`src/hdl/db_stash_cfg.svh`:
```
`ifndef DB_STASH_CFG_SVH
`define DB_STASH_CFG_SVH

// --------------------------------------------------
// Stash geometry
// --------------------------------------------------
`define DB_STASH_SIZE 8
`define DB_KEY_W      8
`define DB_VALUE_W    16

// Room for 0 through DB_STASH_SIZE
`define DB_FILL_W     ($clog2(`DB_STASH_SIZE) + 1)

// --------------------------------------------------
// APB register byte offsets
// --------------------------------------------------
`define DB_REG_KEY      8'h00
`define DB_REG_VALUE    8'h04
`define DB_REG_CMD      8'h08
`define DB_REG_STATUS   8'h0C
`define DB_REG_RD_KEY   8'h10
`define DB_REG_RD_VALUE 8'h14

`endif

```
`src/hdl/apb_pkg.sv`:
```
`default_nettype none

package apb_pkg;

    // --------------------------------------------------
    // APB field widths
    // --------------------------------------------------
    typedef logic [7:0]  apb_addr_t;
    typedef logic [31:0] apb_data_t;

    // Host to slave
    typedef struct packed {
        logic      psel;
        logic      penable;
        logic      pwrite;
        apb_addr_t paddr;
        apb_data_t pwdata;
    } apb_req_t;

    // Slave to host, pslverr only meaningful with pready
    typedef struct packed {
        logic      pready;
        apb_data_t prdata;
        logic      pslverr;
    } apb_rsp_t;

endpackage : apb_pkg

`default_nettype wire

```
`src/hdl/db_pkg.sv`:
```
`default_nettype none

`include "db_stash_cfg.svh"

package db_pkg;

    // --------------------------------------------------
    // Payload widths
    // --------------------------------------------------
    typedef logic [`DB_KEY_W-1:0]   key_t;
    typedef logic [`DB_VALUE_W-1:0] value_t;
    typedef logic [`DB_FILL_W-1:0]  fill_t;

    // One stash slot
    typedef struct packed {
        key_t   key;
        value_t value;
    } db_entry_t;

    // Occupancy as seen by the controller and the store
    typedef struct packed {
        fill_t fill;
        logic  empty;
        logic  full;
        logic  init_done;
    } db_status_t;

    // --------------------------------------------------
    // Command strobes, encoding matches CMD bits 2:0
    // --------------------------------------------------
    typedef enum logic [2:0] {
        NONE   = 3'd0,
        PUSH   = 3'd1,
        POP    = 3'd2,
        LOOKUP = 3'd3,
        INIT   = 3'd4
    } db_cmd_t;

    typedef enum logic [1:0] {IDLE, ACCESS, EXEC, DONE} db_ctrl_state_t;

endpackage : db_pkg

`default_nettype wire

```
`src/hdl/db_stash_ctrl_fsm.sv`:
```
`timescale 1ns/1ps
`default_nettype none

`include "db_stash_cfg.svh"

module db_stash_ctrl_fsm
    import db_pkg::*;
    import apb_pkg::*;
(
    input  logic       clk,
    input  logic       __srst,
    input  apb_req_t   apb_req,
    output apb_rsp_t   apb_rsp,
    output db_cmd_t    cmd,
    output db_entry_t  wr_entry,
    input  db_status_t status,
    input  logic       lookup_hit,
    input  value_t     lookup_value,
    input  db_entry_t  tail_entry
);

    db_ctrl_state_t state;

    logic      pready_q;
    logic      pslverr_q;
    apb_data_t prdata_q;

    db_entry_t rd_entry;
    logic      hit_q;
    logic      error_q;

    logic      setup;
    logic      cmd_wr;
    logic      addr_ok;
    apb_data_t rd_data;
    db_cmd_t   req_cmd;
    logic      reject;

    // --------------------------------------------------
    // Decode and read mux
    // --------------------------------------------------
    assign setup  = apb_req.psel && !apb_req.penable;
    assign cmd_wr = apb_req.pwrite && (apb_req.paddr == `DB_REG_CMD);

    always_comb begin
        rd_data = '0;
        addr_ok = 1'b1;
        case (apb_req.paddr)
            `DB_REG_KEY:      rd_data = apb_data_t'(wr_entry.key);
            `DB_REG_VALUE:    rd_data = apb_data_t'(wr_entry.value);
            `DB_REG_CMD:      rd_data = '0;
            // Fill in the low bits, flags above it
            `DB_REG_STATUS:   rd_data = apb_data_t'({error_q, hit_q, status.init_done,
                                                     status.full, status.empty, status.fill});
            `DB_REG_RD_KEY:   rd_data = apb_data_t'(rd_entry.key);
            `DB_REG_RD_VALUE: rd_data = apb_data_t'(rd_entry.value);
            default:          addr_ok = 1'b0;
        endcase
    end

    // Overflow and underflow never reach the datapath
    always_comb begin
        req_cmd = NONE;
        reject  = 1'b0;
        case (db_cmd_t'(apb_req.pwdata[2:0]))
            NONE:   req_cmd = NONE;
            PUSH:   if (status.full) reject = 1'b1; else req_cmd = PUSH;
            POP:    if (status.empty) reject = 1'b1; else req_cmd = POP;
            LOOKUP: req_cmd = LOOKUP;
            INIT:   req_cmd = INIT;
            default: reject = 1'b1;
        endcase
    end

    // --------------------------------------------------
    // APB phase tracking
    // --------------------------------------------------
    always_ff @(posedge clk) begin
        if (__srst) begin
            state     <= IDLE;
            cmd       <= NONE;
            pready_q  <= 1'b0;
            pslverr_q <= 1'b0;
            hit_q     <= 1'b0;
            error_q   <= 1'b0;
        end else begin
            case (state)
                IDLE: begin
                    if (setup && cmd_wr) begin
                        // Strobe lands in the first access cycle
                        state   <= EXEC;
                        cmd     <= req_cmd;
                        error_q <= reject;
                    end else if (setup) begin
                        state     <= ACCESS;
                        pready_q  <= 1'b1;
                        pslverr_q <= !addr_ok;
                    end
                end
                ACCESS: begin
                    state     <= IDLE;
                    pready_q  <= 1'b0;
                    pslverr_q <= 1'b0;
                end
                EXEC: begin
                    state    <= DONE;
                    cmd      <= NONE;
                    hit_q    <= (cmd == LOOKUP) && lookup_hit;
                    pready_q <= 1'b1;
                end
                DONE: begin
                    state    <= IDLE;
                    pready_q <= 1'b0;
                end
                default: state <= IDLE;
            endcase
        end
    end

    // --------------------------------------------------
    // Data registers
    // --------------------------------------------------
    always_ff @(posedge clk) begin
        if ((state == IDLE) && setup) begin
            prdata_q <= rd_data;
        end
        if ((state == ACCESS) && apb_req.pwrite) begin
            if (apb_req.paddr == `DB_REG_KEY) begin
                wr_entry.key <= apb_req.pwdata[`DB_KEY_W-1:0];
            end
            if (apb_req.paddr == `DB_REG_VALUE) begin
                wr_entry.value <= apb_req.pwdata[`DB_VALUE_W-1:0];
            end
        end
        // Tail and lookup result still valid during the strobe
        if ((state == EXEC) && (cmd == POP)) begin
            rd_entry <= tail_entry;
        end else if ((state == EXEC) && (cmd == LOOKUP)) begin
            rd_entry.key   <= wr_entry.key;
            rd_entry.value <= lookup_value;
        end
    end

    always_comb begin
        apb_rsp.pready  = pready_q;
        apb_rsp.prdata  = prdata_q;
        apb_rsp.pslverr = pslverr_q;
    end

endmodule : db_stash_ctrl_fsm

`default_nettype wire

```
`src/hdl/db_fill_counter.sv`:
```
`timescale 1ns/1ps
`default_nettype none

`include "db_stash_cfg.svh"

module db_fill_counter
    import db_pkg::*;
(
    input  logic       clk,
    input  logic       __srst,
    input  db_cmd_t    cmd,
    output db_status_t status
);

    fill_t fill_q;
    logic  init_done_q;

    // --------------------------------------------------
    // Occupancy count
    // --------------------------------------------------
    always_ff @(posedge clk) begin
        if (__srst || (cmd == INIT)) begin
            fill_q <= '0;
        end else if (cmd == PUSH) begin
            fill_q <= fill_q + 1'b1;
        end else if (cmd == POP) begin
            fill_q <= fill_q - 1'b1;
        end
    end

    // Low for one cycle after any clear
    always_ff @(posedge clk) begin
        if (__srst || (cmd == INIT)) begin
            init_done_q <= 1'b0;
        end else begin
            init_done_q <= 1'b1;
        end
    end

    always_comb begin
        status.fill      = fill_q;
        status.empty     = (fill_q == '0);
        status.full      = (fill_q == fill_t'(`DB_STASH_SIZE));
        status.init_done = init_done_q;
    end

endmodule : db_fill_counter

`default_nettype wire

```
`src/hdl/db_stash_store.sv`:
```
`timescale 1ns/1ps
`default_nettype none

`include "db_stash_cfg.svh"

module db_stash_store
    import db_pkg::*;
(
    input  logic       clk,
    input  db_cmd_t    cmd,
    input  db_entry_t  wr_entry,
    input  db_status_t status,
    output logic       lookup_hit,
    output value_t     lookup_value,
    output db_entry_t  tail_entry
);

    localparam int IDX_W = $clog2(`DB_STASH_SIZE);

    typedef logic [IDX_W-1:0] idx_t;

    // Index 0 is the newest entry
    db_entry_t entries [`DB_STASH_SIZE];

    logic [`DB_STASH_SIZE-1:0] occupied;
    idx_t                      tail_idx;

    // --------------------------------------------------
    // Entry array
    // --------------------------------------------------
    always_ff @(posedge clk) begin
        if (cmd == PUSH) begin
            for (int i = `DB_STASH_SIZE - 1; i > 0; i--) begin
                entries[i] <= entries[i-1];
            end
            entries[0] <= wr_entry;
        end else if (cmd == INIT) begin
            for (int i = 0; i < `DB_STASH_SIZE; i++) begin
                entries[i] <= '0;
            end
        end
        // Pop frees the tail via the counter alone
    end

    // Slots below the fill level hold data
    always_comb begin
        for (int i = 0; i < `DB_STASH_SIZE; i++) begin
            occupied[i] = (fill_t'(i) < status.fill);
        end
    end

    // --------------------------------------------------
    // Key search
    // --------------------------------------------------
    // Scan from the oldest so the lowest matching index wins
    always_comb begin
        lookup_hit   = 1'b0;
        lookup_value = '0;
        for (int i = `DB_STASH_SIZE - 1; i >= 0; i--) begin
            if (occupied[i] && (entries[i].key == wr_entry.key)) begin
                lookup_hit   = 1'b1;
                lookup_value = entries[i].value;
            end
        end
    end

    // --------------------------------------------------
    // Tail readout
    // --------------------------------------------------
    assign tail_idx = idx_t'(status.fill - 1'b1);

    // Index wraps when empty, so mask it
    always_comb begin
        if (status.empty) begin
            tail_entry = '0;
        end else begin
            tail_entry = entries[tail_idx];
        end
    end

endmodule : db_stash_store

`default_nettype wire

```
`src/hdl/db_stash_top.sv`:
```
`timescale 1ns/1ps
`default_nettype none

module db_stash_top
    import db_pkg::*;
    import apb_pkg::*;
(
    input  logic     clk,
    input  logic     __srst,
    input  apb_req_t apb_req,
    output apb_rsp_t apb_rsp
);

    db_cmd_t    cmd;
    db_entry_t  wr_entry;
    db_status_t status;
    logic       lookup_hit;
    value_t     lookup_value;
    db_entry_t  tail_entry;

    // --------------------------------------------------
    // APB front end and command checks
    // --------------------------------------------------
    db_stash_ctrl_fsm ctrl_fsm_i (
        .clk          (clk),
        .__srst       (__srst),
        .apb_req      (apb_req),
        .apb_rsp      (apb_rsp),
        .cmd          (cmd),
        .wr_entry     (wr_entry),
        .status       (status),
        .lookup_hit   (lookup_hit),
        .lookup_value (lookup_value),
        .tail_entry   (tail_entry)
    );

    // Fill level and flags
    db_fill_counter fill_counter_i (
        .clk    (clk),
        .__srst (__srst),
        .cmd    (cmd),
        .status (status)
    );

    // Entry storage and search
    db_stash_store store_i (
        .clk          (clk),
        .cmd          (cmd),
        .wr_entry     (wr_entry),
        .status       (status),
        .lookup_hit   (lookup_hit),
        .lookup_value (lookup_value),
        .tail_entry   (tail_entry)
    );

endmodule : db_stash_top

`default_nettype wire

```
`config.mk`:
```
export PLATFORM = sky130hd
export DESIGN_NAME = db_stash_top
export DESIGN_NICKNAME = d
export VERILOG_FILES = /design/src/hdl/apb_pkg.sv /design/src/hdl/db_pkg.sv /design/src/hdl/db_stash_ctrl_fsm.sv /design/src/hdl/db_fill_counter.sv /design/src/hdl/db_stash_store.sv /design/src/hdl/db_stash_top.sv
export VERILOG_INCLUDE_DIRS = /design/src /design/src/hdl
export SDC_FILE = /design/constraint.sdc
export NUM_CORES = 1
export LEC_CHECK = 0
export BUFFER_PORTS_ARGS = -buffer_cell sky130_fd_sc_hd__buf_2
export CORE_ASPECT_RATIO = 0.5
export CORE_MARGIN = 2
export CORE_UTILIZATION = 50
export DETAILED_ROUTE_END_ITERATION = 7
export PLACE_DENSITY = 0.67
export SYNTH_ARGS = -nofsm -noshare
export SYNTH_HDL_FRONTEND = slang
export SYNTH_SLANG_ARGS = --single-unit
```
`constraint.sdc`:
```
create_clock -name clk -period 3.8 [get_ports clk]
set_clock_uncertainty 0.1 [all_clocks]
set_input_delay 0.19 -clock clk [delete_from_list [all_inputs] [get_ports clk]]
set_output_delay 0.19 -clock clk [all_outputs]
set_load 0.02 [all_outputs]
```
==> impl_metrics.env, run 1 <==
export IMPL_ys_warn_count=0
export IMPL_worst_path_largest_cell_delay_ns=0.73
export IMPL_rows=43
export IMPL_grtUsageTotal_pct=28.4
export IMPL_finalCriticalPeriod_ns=3.26
export IMPL_place_congestion=0.954
export IMPL_drive_gt1_share_pct=15.9
export IMPL_clk_pin_slew_ns=0.07
export IMPL_cp_startpoint="ctrl_fsm_i.wr_entry[21]$_DFFE_PP_"
export IMPL_worstReg2RegStart="ctrl_fsm_i.wr_entry[21]$_DFFE_PP_"
export IMPL_slew_headroom_pct=31.0
export IMPL_clock_sinks=270
export IMPL_met3WireLength_mm=5.11
export IMPL_drt_total_wl_mm=41.8
export IMPL_power_leakage_nw=5.45
export IMPL_layout_setup_ws_ns=0.536
export IMPL_portBuffers=46
export IMPL_grt_setup_unrepaired="no"
export IMPL_num_vias=11602
export IMPL_async_flop_share_pct=0
export IMPL_ys_seq_area_share_pct=48.2
export IMPL_worstPathMaxFanout=11
export IMPL_grt_pass1_wl_mm=63.0
export IMPL_fin_nets=1489
export IMPL_m1WireLength_mm=17.8
export IMPL_holdPathStages=4
export IMPL_avgSynthCellArea_um2=9.85
export IMPL_wire_per_inst_um=22.7
export IMPL_synthCells=1424
export IMPL_postCtsSetupBuffers=0
export IMPL_hold_path_end="ctrl_fsm_i.state[0]$_SDFFE_PP0P_"
export IMPL_clock_path_buffers=3
export IMPL_p_per_area_nw_per_um2=387
export IMPL_die_area_um2=29500
export IMPL_synthToLayoutAreaGrowth_pct=12.0
export IMPL_die_h_um=122
export IMPL_reg2reg_slack_ns=0.54
export IMPL_min_path_type="in -> reg"
export IMPL_rr_worst_depth=6
export IMPL_status="finished clean"
export IMPL_ir_worst_vdd_mv=0.464
export IMPL_place_ws_ns=0.659
export IMPL_numCtsBuffers=26
export IMPL_syn_area_um2=14000
export IMPL_max_freq_ghz=0.306
export IMPL_synth_edff_count=136
export IMPL_cp_end_kind="flop"
export IMPL_synth_seq_cells=270
export IMPL_start_util_pct=50.7
export IMPL_drc=0
export IMPL_finalSetupViolations=0
export IMPL_die_x_um=241
export IMPL_io_pins=79
export IMPL_cp_num_buf_inv=0
export IMPL_via_per_inst=6.30
export IMPL_first_global_vias=10672
export IMPL_setup_worst_path_class="reg -> reg"
export IMPL_postRouteAntennaNets=0
export IMPL_drtIter0Drc=1651
export IMPL_fin_tns_setup_ns=0
export IMPL_ys_flop_type="edfxtp_1"
export IMPL_diodes=0
export IMPL_cts_htree_levels=1
export IMPL_cts_tree="built"
export IMPL_fill_cells=2325
export IMPL_hold_viol=0
export IMPL_cp_start_kind="flop"
export IMPL_cap_violations=0
export IMPL_layout_commonest_cell="nand2_1"
export IMPL_cp_cell_sequence="xor2_1 > nor4_2 > nand3_1 > nor2_1 > a221oi_1 > o211ai_1"
export IMPL_hold_start="apb_req[41]"
export IMPL_gr_total_overflow=0
export IMPL_top_layer="met4"
export IMPL_cp_arrival_ns=3.56
export IMPL_critPathTopFamily="simple AND/OR/NAND/NOR gates"
export IMPL_cp_required_ns=4.09
export IMPL_synth_cell_types=67
export IMPL_antenna_found_initial=2
export IMPL_grt_max_degree=84
export IMPL_coreArea_um2=27700
export IMPL_drv_slew=0
export IMPL_timing_rr_end="ctrl_fsm_i.rd_entry[8]$_DFFE_PP_"
export IMPL_wl_met2_mm=17.8
export IMPL_root_buffer="clkbuf_16"
export IMPL_slowest_stage="nor2_1"
export IMPL_hpwl_mm=27.1
export IMPL_final_cell_mix="nand2_1, a21oi_1, edfxtp_1, dfxtp_1, and2_1"
export IMPL_timing_worst_slew_pin_value_ns=1.04
export IMPL_firstDrtPassIters=6
export IMPL_period_share_pct=85.9
export IMPL_clkLatencyLatePin_ns=0.56
## where the power goes
part / internal, W / switching [W]
clock network: 0.00164 / 0.00120
registers: 0.00306 / 0.0000240
logic: 0.0000679 / 0.0000848
## repair_timing
item / in CTS / in global routing
endpoints found under the setup margin: 0 / 0
hold buffers: 17 / 0
resized for setup: 0 / 0
endpoints found under the hold margin: 38 / 0
## worst max path at each step
stage,endpoint,slack [ns],depth (start not counted)
2_1_floorplan,store_i.entries[0][0]$_SDFFCE_PP0P_,0.44,6
4_1_cts,ctrl_fsm_i.rd_entry[4]$_DFFE_PP_,0.65,6
3_5_place_dp,ctrl_fsm_i.rd_entry[1]$_DFFE_PP_,0.66,7
3_3_place_gp,ctrl_fsm_i.rd_entry[15]$_DFFE_PP_,0.70,7
5_1_grt,ctrl_fsm_i.rd_entry[1]$_DFFE_PP_,0.47,8
6_report,ctrl_fsm_i.rd_entry[8]$_DFFE_PP_,0.54,6
## cell families (layout without fill, tap and decap cells)
family | Yosys count | count (layout) | share of synthesized area (%)
other | 1 | 16 | 0.0267
AO/OA/AOI/OAI | 278 | 278 | 12.8
AND/OR/NAND/NOR | 547 | 547 | 18.6
XOR/XNOR | 66 | 66 | 4.12
multiplexers | 86 | 86 | 10.6
flip-flops | 270 | 270 | 48.2
buffers and inverters | 173 | 195 | 5.40
adder cells (fa/ha/maj) | 3 | 3 | 0.268
## cell usage after synthesis, drive strengths merged, types with 6 or more instances
master | number | area (um^2)
and2 | 65 | 407
nand2b | 9 | 56.3
nand2 | 298 | 1120
nor2 | 41 | 154
and3 | 12 | 75.1
a22o | 14 | 123
clkbuf | 93 | 349
a31o | 12 | 105
a221o | 8 | 80.1
mux4 | 48 | 1080
dfxtp | 134 | 2680
a311oi | 13 | 120
xor2 | 27 | 236
nand3 | 6 | 30.0
a21oi | 139 | 696
nor3 | 15 | 75.1
nor2b | 9 | 56.3
o21ai | 37 | 185
nor4 | 36 | 246
a221oi | 7 | 80.1
buf | 41 | 261
nand4 | 36 | 225
mux2 | 22 | 248
xnor2 | 39 | 342
o211ai | 17 | 128
edfxtp | 136 | 4080
inv | 39 | 146
mux2i | 16 | 160
## state kept, by name, summed over array words and instances, names as in the netlist
register	flops
ctrl_fsm_i.pready_q	1
fill_counter_i.fill_q	4
ctrl_fsm_i.prdata_q	16
store_i.entries	192
ctrl_fsm_i.error_q	1
ctrl_fsm_i.wr_entry	24
ctrl_fsm_i.hit_q	1
ctrl_fsm_i.rd_entry	24
fill_counter_i.init_done_q	1
ctrl_fsm_i.cmd	3
ctrl_fsm_i.pslverr_q	1
ctrl_fsm_i.state	2
## layer usage
metal / GRT usage (%) / vias up
li1: - / 5138
met1: 42.4 / 5652
met2: 41.7 / 715
met3: 5.98 / 97
met4: 7.87 / 0
met5: 0 / -
## per-stage QoR
stage                     instance area [um^2]  util (%)  power, W  instances  hold WS, ns
final                                    15700      56.8   0.00608       1843       0.0248
after global routing                     15700      56.8   0.00623       1843       0.0510
after CTS                                15700      56.8   0.00610       1843       0.0127
after detailed placement                 14600      52.8   0.00328       1778        0.268
after global placement                   14600      52.8   0.00328       1778        0.268
after floorplan                          14100         -   0.00325       1439        0.167
## layout make-up
class | count | area [um^2] | area share [%]
Sequential cell | 270 | 6770 | 43.1
Multi-Input combinational cell | 996 | 6620 | 42.1
Clock buffer | 34 | 807 | 5.14
Timing Repair Buffer | 108 | 763 | 4.86
Tap cell | 382 | 478 | 3.04
Inverter | 39 | 146 | 0.932
Clock inverter | 14 | 129 | 0.820
## tightest hold or removal path: cells and delay by family
kind | cells | cell delay, ns
AO/OA/AOI/OAI | 1 | 0.24
buffers and inverters | 1 | 0.09
AND/OR/NAND/NOR | 2 | 0.11
No activity file was read; power rests on OpenSTA's default activity.
==> inputs of run 2 (changes only) <==
- clock period: 3.8 -> 3.2 ns (I/O delays scaled with it)
==> run 2 against run 1 <==
  * Cell count grew 1.5%
  * Final area up 1.3%
  * First-iteration DRC count increased by 0.12%
  * Worst setup slack worse by 0.41 ns
  * Routed wire length increased by 0.28%
  * Count of clock-buffer cells in the layout down 5
  * Non-clock buffer count is 25 higher
  * Largest cell class unchanged
==> impl_metrics.env, run 2 (synthesis gave the netlist of run 1 again) <==
export IMPL_status="finished clean"
export IMPL_critPathTopFamily="simple AND/OR/NAND/NOR gates"
export IMPL_fin_nets=1514
export IMPL_hold_start="apb_req[41]"
export IMPL_clkLatencyLatePin_ns=0.55
export IMPL_total_power_w=0.00717
export IMPL_period_share_pct=95.9
export IMPL_start_util_pct=50.7
export IMPL_layout_commonest_cell="nand2_1"
export IMPL_hpwl_mm=28.4
export IMPL_max_freq_ghz=0.326
export IMPL_rows=43
export IMPL_reg2reg_slack_ns=0.13
export IMPL_fin_cells=1870
export IMPL_die_h_um=122
export IMPL_worst_path_largest_cell_delay_ns=0.59
export IMPL_worstPathMaxFanout=16
export IMPL_largest_register="store_i.entries"
export IMPL_min_path_type="in -> reg"
export IMPL_setup_worst_path_end="ctrl_fsm_i.rd_entry[1]$_DFFE_PP_"
export IMPL_power_leakage_nw=5.55
export IMPL_cp_num_buf_inv=0
export IMPL_wire_per_inst_um=22.4
export IMPL_rr_worst_depth=7
export IMPL_grt_max_degree=121
export IMPL_worstReg2RegStart="fill_counter_i.fill_q[0]$_SDFFE_PN0P_"
export IMPL_finalSetupViolations=0
export IMPL_post_cts_resized=0
export IMPL_die_area_um2=29500
export IMPL_clock_path_buffers=3
export IMPL_io_pins=79
export IMPL_drive_gt1_share_pct=17.1
export IMPL_postRouteAntennaNets=0
export IMPL_setup_worst_path_class="reg -> reg"
export IMPL_antenna_found_initial=3
export IMPL_wl_met2_mm=18.1
export IMPL_cp_startpoint="fill_counter_i.fill_q[0]$_SDFFE_PN0P_"
export IMPL_timing_rr_end="ctrl_fsm_i.rd_entry[1]$_DFFE_PP_"
export IMPL_num_vias=11575
export IMPL_cp_required_ns=3.39
export IMPL_gr_total_overflow=0
export IMPL_slew_headroom_pct=25.9
export IMPL_slowest_stage="or4_4"
export IMPL_coreArea_um2=27700
export IMPL_ir_worst_vdd_mv=0.471
export IMPL_cts_tree="built"
export IMPL_layout_setup_ws_ns=0.130
export IMPL_m1WireLength_mm=17.5
export IMPL_top_regs="store_i.entries: 192 flops, ctrl_fsm_i.rd_entry: 24 flops, ctrl_fsm_i.wr_entry: 24 flops"
export IMPL_die_x_um=241
export IMPL_timing_worst_slew_pin_value_ns=1.11
export IMPL_cp_end_kind="flop"
export IMPL_drv_slew=0
export IMPL_grtUsageTotal_pct=28.6
export IMPL_met3WireLength_mm=5.45
export IMPL_grt_setup_unrepaired="no"
export IMPL_p_per_area_nw_per_um2=451
export IMPL_cp_arrival_ns=3.26
export IMPL_firstDrtPassIters=6
export IMPL_hold_viol=0
export IMPL_drc=0
export IMPL_largest_reg_flops=192
export IMPL_synthToLayoutAreaGrowth_pct=13.4
export IMPL_place_ws_ns=0.199
export IMPL_cap_violations=0
export IMPL_fin_tns_setup_ns=0
export IMPL_portBuffers=46
export IMPL_place_congestion=0.930
export IMPL_placed_cells=1803
export IMPL_numCtsBuffers=26
export IMPL_cp_cell_sequence="ha_1 > a21oi_1 > or4_4 > or3_4 > a31o_2 > a221oi_1 > o211ai_1"
export IMPL_cts_htree_levels=1
export IMPL_final_cell_mix="nand2_1, a21oi_1, edfxtp_1, dfxtp_1, buf_4"
export IMPL_top_layer="met4"
export IMPL_path_depth=7
export IMPL_holdWs_ns=0.0367
export IMPL_drtIter0Drc=1653
export IMPL_drt_total_wl_mm=41.9
export IMPL_finalCriticalPeriod_ns=3.07
export IMPL_root_buffer="clkbuf_16"
export IMPL_cp_start_kind="flop"
export IMPL_clk_pin_slew_ns=0.07
export IMPL_clock_sinks=270
export IMPL_first_global_vias=10888
export IMPL_via_per_inst=6.19
export IMPL_grt_pass1_wl_mm=63.8
-- run 2: area by class of cell --
cell class | instances | area, um^2
Antenna cell | 2 | 5.00
Clock buffer | 29 | 683
Clock inverter | 19 | 220
Fill cell | 2362 | 11700
Inverter | 39 | 146
Multi-Input combinational cell | 996 | 6620
Sequential cell | 270 | 6770
Tap cell | 382 | 478
Timing Repair Buffer | 133 | 988
-- run 2: worst min path at each step --
stage | to | slack [ns] | cells past startpoint
after detailed placement | ctrl_fsm_i.wr_entry[14]$_DFFE_PP_ | 0.24 | 1
after CTS | ctrl_fsm_i.pslverr_q$_SDFFE_PP0P_ | 0.02 | 7
after global routing | ctrl_fsm_i.prdata_q[9]$_DFFE_PP_ | 0.05 | 3
after global placement | ctrl_fsm_i.wr_entry[11]$_DFFE_PP_ | 0.24 | 1
after floorplan | fill_counter_i.fill_q[2]$_SDFFE_PN0P_ | 0.14 | 1
final | ctrl_fsm_i.pslverr_q$_SDFFE_PP0P_ | 0.04 | 7
-- run 2: tightest hold or removal path: cells and delay by family --
kind,cells,cell delay (ns)
mux,1,0.07
simple gates,5,0.32
buf+inv,1,0.09
-- run 2: what timing repair did --
action / CTS / global route
hold endpoints to repair: 38 / 0
buffers inserted: 0 / 0
hold buffers: 17 / 0
-- run 2: where the power goes --
group	internal [W]	leakage, nW	switching, W
Combinational	0.0000816	2.84	0.000104
Clock	0.00194	0.428	0.00139
Sequential	0.00363	2.29	0.0000286
Total	0.00565	5.55	0.00152
-- run 2: per-stage QoR --
step	utilization, %	area, um^2
after floorplan	-	14100
after global placement	53.6	14800
after detailed placement	53.6	14800
after CTS	57.5	15900
after global routing	57.5	15900
final	57.5	15900
-- run 2: layer usage --
metal / track usage, % / up-vias
met2: 42.2 / 716
met1: 41.3 / 5608
met5: 0 / -
li1: - / 5171
met3: 8.39 / 80
met4: 7.41 / 0
==> inputs of run 3 (changes only) <==
- clock period: 3.2 -> 3.7 ns (I/O delays scaled with it)
==> run 3 against run 2 <==
  * Sequential cell count did not move
  * First-iteration DRC count rose by 1.2%
  * Die area did not move
  * Combinational power fell by 15%
  * Non-clock buffer count fell by 18
  * Core utilization fell by 0.45 points
==> impl_metrics.env, run 3 (synthesis gave the netlist of run 1 again) <==
export IMPL_critPathTopFamily="simple AND/OR/NAND/NOR gates"
export IMPL_drv_slew=0
export IMPL_die_area_um2=29500
export IMPL_hold_path_end="ctrl_fsm_i.state[0]$_SDFFE_PP0P_"
export IMPL_cp_cell_sequence="ha_1 > nor3_1 > nor2_1 > and3_1 > buf_4 > o21ai_0 > o21ai_0 > o211ai_1"
export IMPL_rr_worst_depth=8
export IMPL_clock_path_buffers=3
export IMPL_diodes=0
export IMPL_post_cts_resized=0
export IMPL_coreArea_um2=27700
export IMPL_first_global_vias=10282
export IMPL_die_h_um=122
export IMPL_antenna_found_initial=0
export IMPL_worstReg2RegStart="fill_counter_i.fill_q[1]$_SDFFE_PN0P_"
export IMPL_firstDrtPassIters=6
export IMPL_largest_register="store_i.entries"
export IMPL_status="finished clean"
export IMPL_drtIter0Drc=1673
export IMPL_drc=0
export IMPL_worst_path_largest_cell_delay_ns=0.88
export IMPL_cp_required_ns=3.89
export IMPL_numCtsBuffers=26
export IMPL_min_path_type="in -> reg"
export IMPL_start_util_pct=50.7
export IMPL_finalSetupViolations=0
export IMPL_wire_per_inst_um=22.3
export IMPL_power_leakage_nw=5.47
export IMPL_io_pins=79
export IMPL_gr_total_overflow=0
export IMPL_cp_common_cell="o21ai_0"
export IMPL_place_ws_ns=0.441
export IMPL_hpwl_mm=27.2
export IMPL_reg2reg_slack_ns=0.32
export IMPL_cp_end_kind="flop"
export IMPL_drive_gt1_share_pct=16.3
export IMPL_setup_worst_path_class="reg -> reg"
export IMPL_grt_pass1_wl_mm=61.7
export IMPL_grtUsageTotal_pct=27.7
export IMPL_finalCriticalPeriod_ns=3.38
export IMPL_timing_rr_end="ctrl_fsm_i.rd_entry[8]$_DFFE_PP_"
export IMPL_grt_setup_unrepaired="no"
export IMPL_holdPathStages=4
export IMPL_largest_reg_flops=192
export IMPL_max_freq_ghz=0.296
export IMPL_layout_commonest_cell="nand2_1"
export IMPL_via_per_inst=6.19
export IMPL_final_cell_mix="nand2_1, a21oi_1, edfxtp_1, dfxtp_1, and2_1"
export IMPL_portBuffers=46
export IMPL_fill_cells=2380
export IMPL_cp_start_kind="flop"
export IMPL_clk_pin_slew_ns=0.07
export IMPL_clkLatencyLatePin_ns=0.55
export IMPL_die_x_um=241
export IMPL_period_share_pct=91.3
export IMPL_p_per_area_nw_per_um2=394
export IMPL_ir_worst_vdd_mv=0.468
export IMPL_cp_num_buf_inv=1
export IMPL_timing_worst_slew_pin_value_ns=1.29
export IMPL_root_buffer="clkbuf_16"
export IMPL_top_regs="store_i.entries: 192 flops, ctrl_fsm_i.rd_entry: 24 flops, ctrl_fsm_i.wr_entry: 24 flops"
export IMPL_slew_headroom_pct=13.7
export IMPL_cap_violations=0
export IMPL_hold_start="apb_req[41]"
export IMPL_cts_htree_levels=1
export IMPL_synthToLayoutAreaGrowth_pct=12.5
export IMPL_grt_max_degree=121
export IMPL_layout_setup_ws_ns=0.321
export IMPL_cts_tree="built"
export IMPL_hold_viol=0
export IMPL_drt_total_wl_mm=41.2
export IMPL_place_congestion=0.942
export IMPL_fin_tns_setup_ns=0
export IMPL_cp_arrival_ns=3.57
export IMPL_fin_nets=1496
export IMPL_worstPathMaxFanout=13
export IMPL_num_vias=11459
export IMPL_postRouteAntennaNets=0
export IMPL_rows=43
export IMPL_clock_sinks=270
export IMPL_slowest_stage="nor2_1"
export IMPL_fin_util_pct=57.1
[run 3: cell count changes in the layout (fill, tap and decap cells not counted)]
cell,change
clkinv_2,+4
nor3b_4,-1
clkbuf_1,+1
buf_4,-18
nand2_4,+1
diode_2,-2
clkinvlp_2,-1
clkinv_8,+1
nor3b_2,+1
nand2_2,-1
clkinv_1,-5
[run 3: cell type report]
class | count | area, um^2 | share of cell area, %
sequential | 270 | 6770 | 42.9
multi-input combinational | 996 | 6620 | 41.9
timing repair buffer | 115 | 853 | 5.41
clock buffer | 30 | 687 | 4.35
tap | 382 | 478 | 3.03
clock inverter | 18 | 233 | 1.47
inverter | 39 | 146 | 0.927
[run 3: stage by stage]
stage / instance area [um^2] / hold slack (ns) / total power, W / std cells
5_1_grt: 15800 / 0.0303 / 0.00637 / 1850
4_1_cts: 15800 / 0.00465 / 0.00623 / 1850
3_3_place_gp: 14700 / 0.262 / 0.00337 / 1785
2_1_floorplan: 14100 / 0.162 / 0.00333 / 1439
6_report: 15800 / 0.0273 / 0.00622 / 1850
3_5_place_dp: 14700 / 0.264 / 0.00337 / 1785
[run 3: worst reg2reg max path, stage by stage (launching register included)]
cell	delay (ns)
dfxtp_1	0.47
ha_1	0.29
nor3_1	0.08
nor2_1	0.88
and3_1	0.53
buf_4	0.28
o21ai_0	0.13
o21ai_0	0.22
o211ai_1	0.13
[run 3: power by group]
group / switching [W] / total (W) / leakage (nW) / internal, W
Sequential: 0.0000249 / 0.00317 / 2.29 / 0.00314
Clock: 0.00121 / 0.00290 / 0.443 / 0.00169
Combinational: 0.0000880 / 0.000158 / 2.74 / 0.0000699
[run 3: routing by layer]
metal / share of wire (%) / GRT usage [%] / vias to the layer above
li1: - / - / 5138
met1: 42 / 40.8 / 5497
met2: 42 / 40.2 / 723
met3: 13 / 7.42 / 101
met4: 2.6 / 7.83 / 0
met5: 0 / 0 / -
[run 3: how the worst max path moves through the flow]
stage	start	to	slack, ns	cells after the start
floorplan	ctrl_fsm_i.cmd[0]$_SDFFE_PP0P_	store_i.entries[0][0]$_SDFFCE_PP0P_	0.34	6
global placement	fill_counter_i.fill_q[1]$_SDFFE_PN0P_	ctrl_fsm_i.rd_entry[14]$_DFFE_PP_	0.55	8
detailed placement	fill_counter_i.fill_q[1]$_SDFFE_PN0P_	ctrl_fsm_i.rd_entry[8]$_DFFE_PP_	0.44	8
CTS	fill_counter_i.fill_q[1]$_SDFFE_PN0P_	ctrl_fsm_i.rd_entry[8]$_DFFE_PP_	0.41	8
global route	fill_counter_i.fill_q[1]$_SDFFE_PN0P_	ctrl_fsm_i.rd_entry[8]$_DFFE_PP_	0.28	8
finish	fill_counter_i.fill_q[1]$_SDFFE_PN0P_	ctrl_fsm_i.rd_entry[8]$_DFFE_PP_	0.32	8
[run 3: repair_timing]
item | 4_1_cts | 5_1_grt
setup buffers | 0 | 0
hold buffers | 17 | 0
endpoints found under the hold margin | 38 | 0
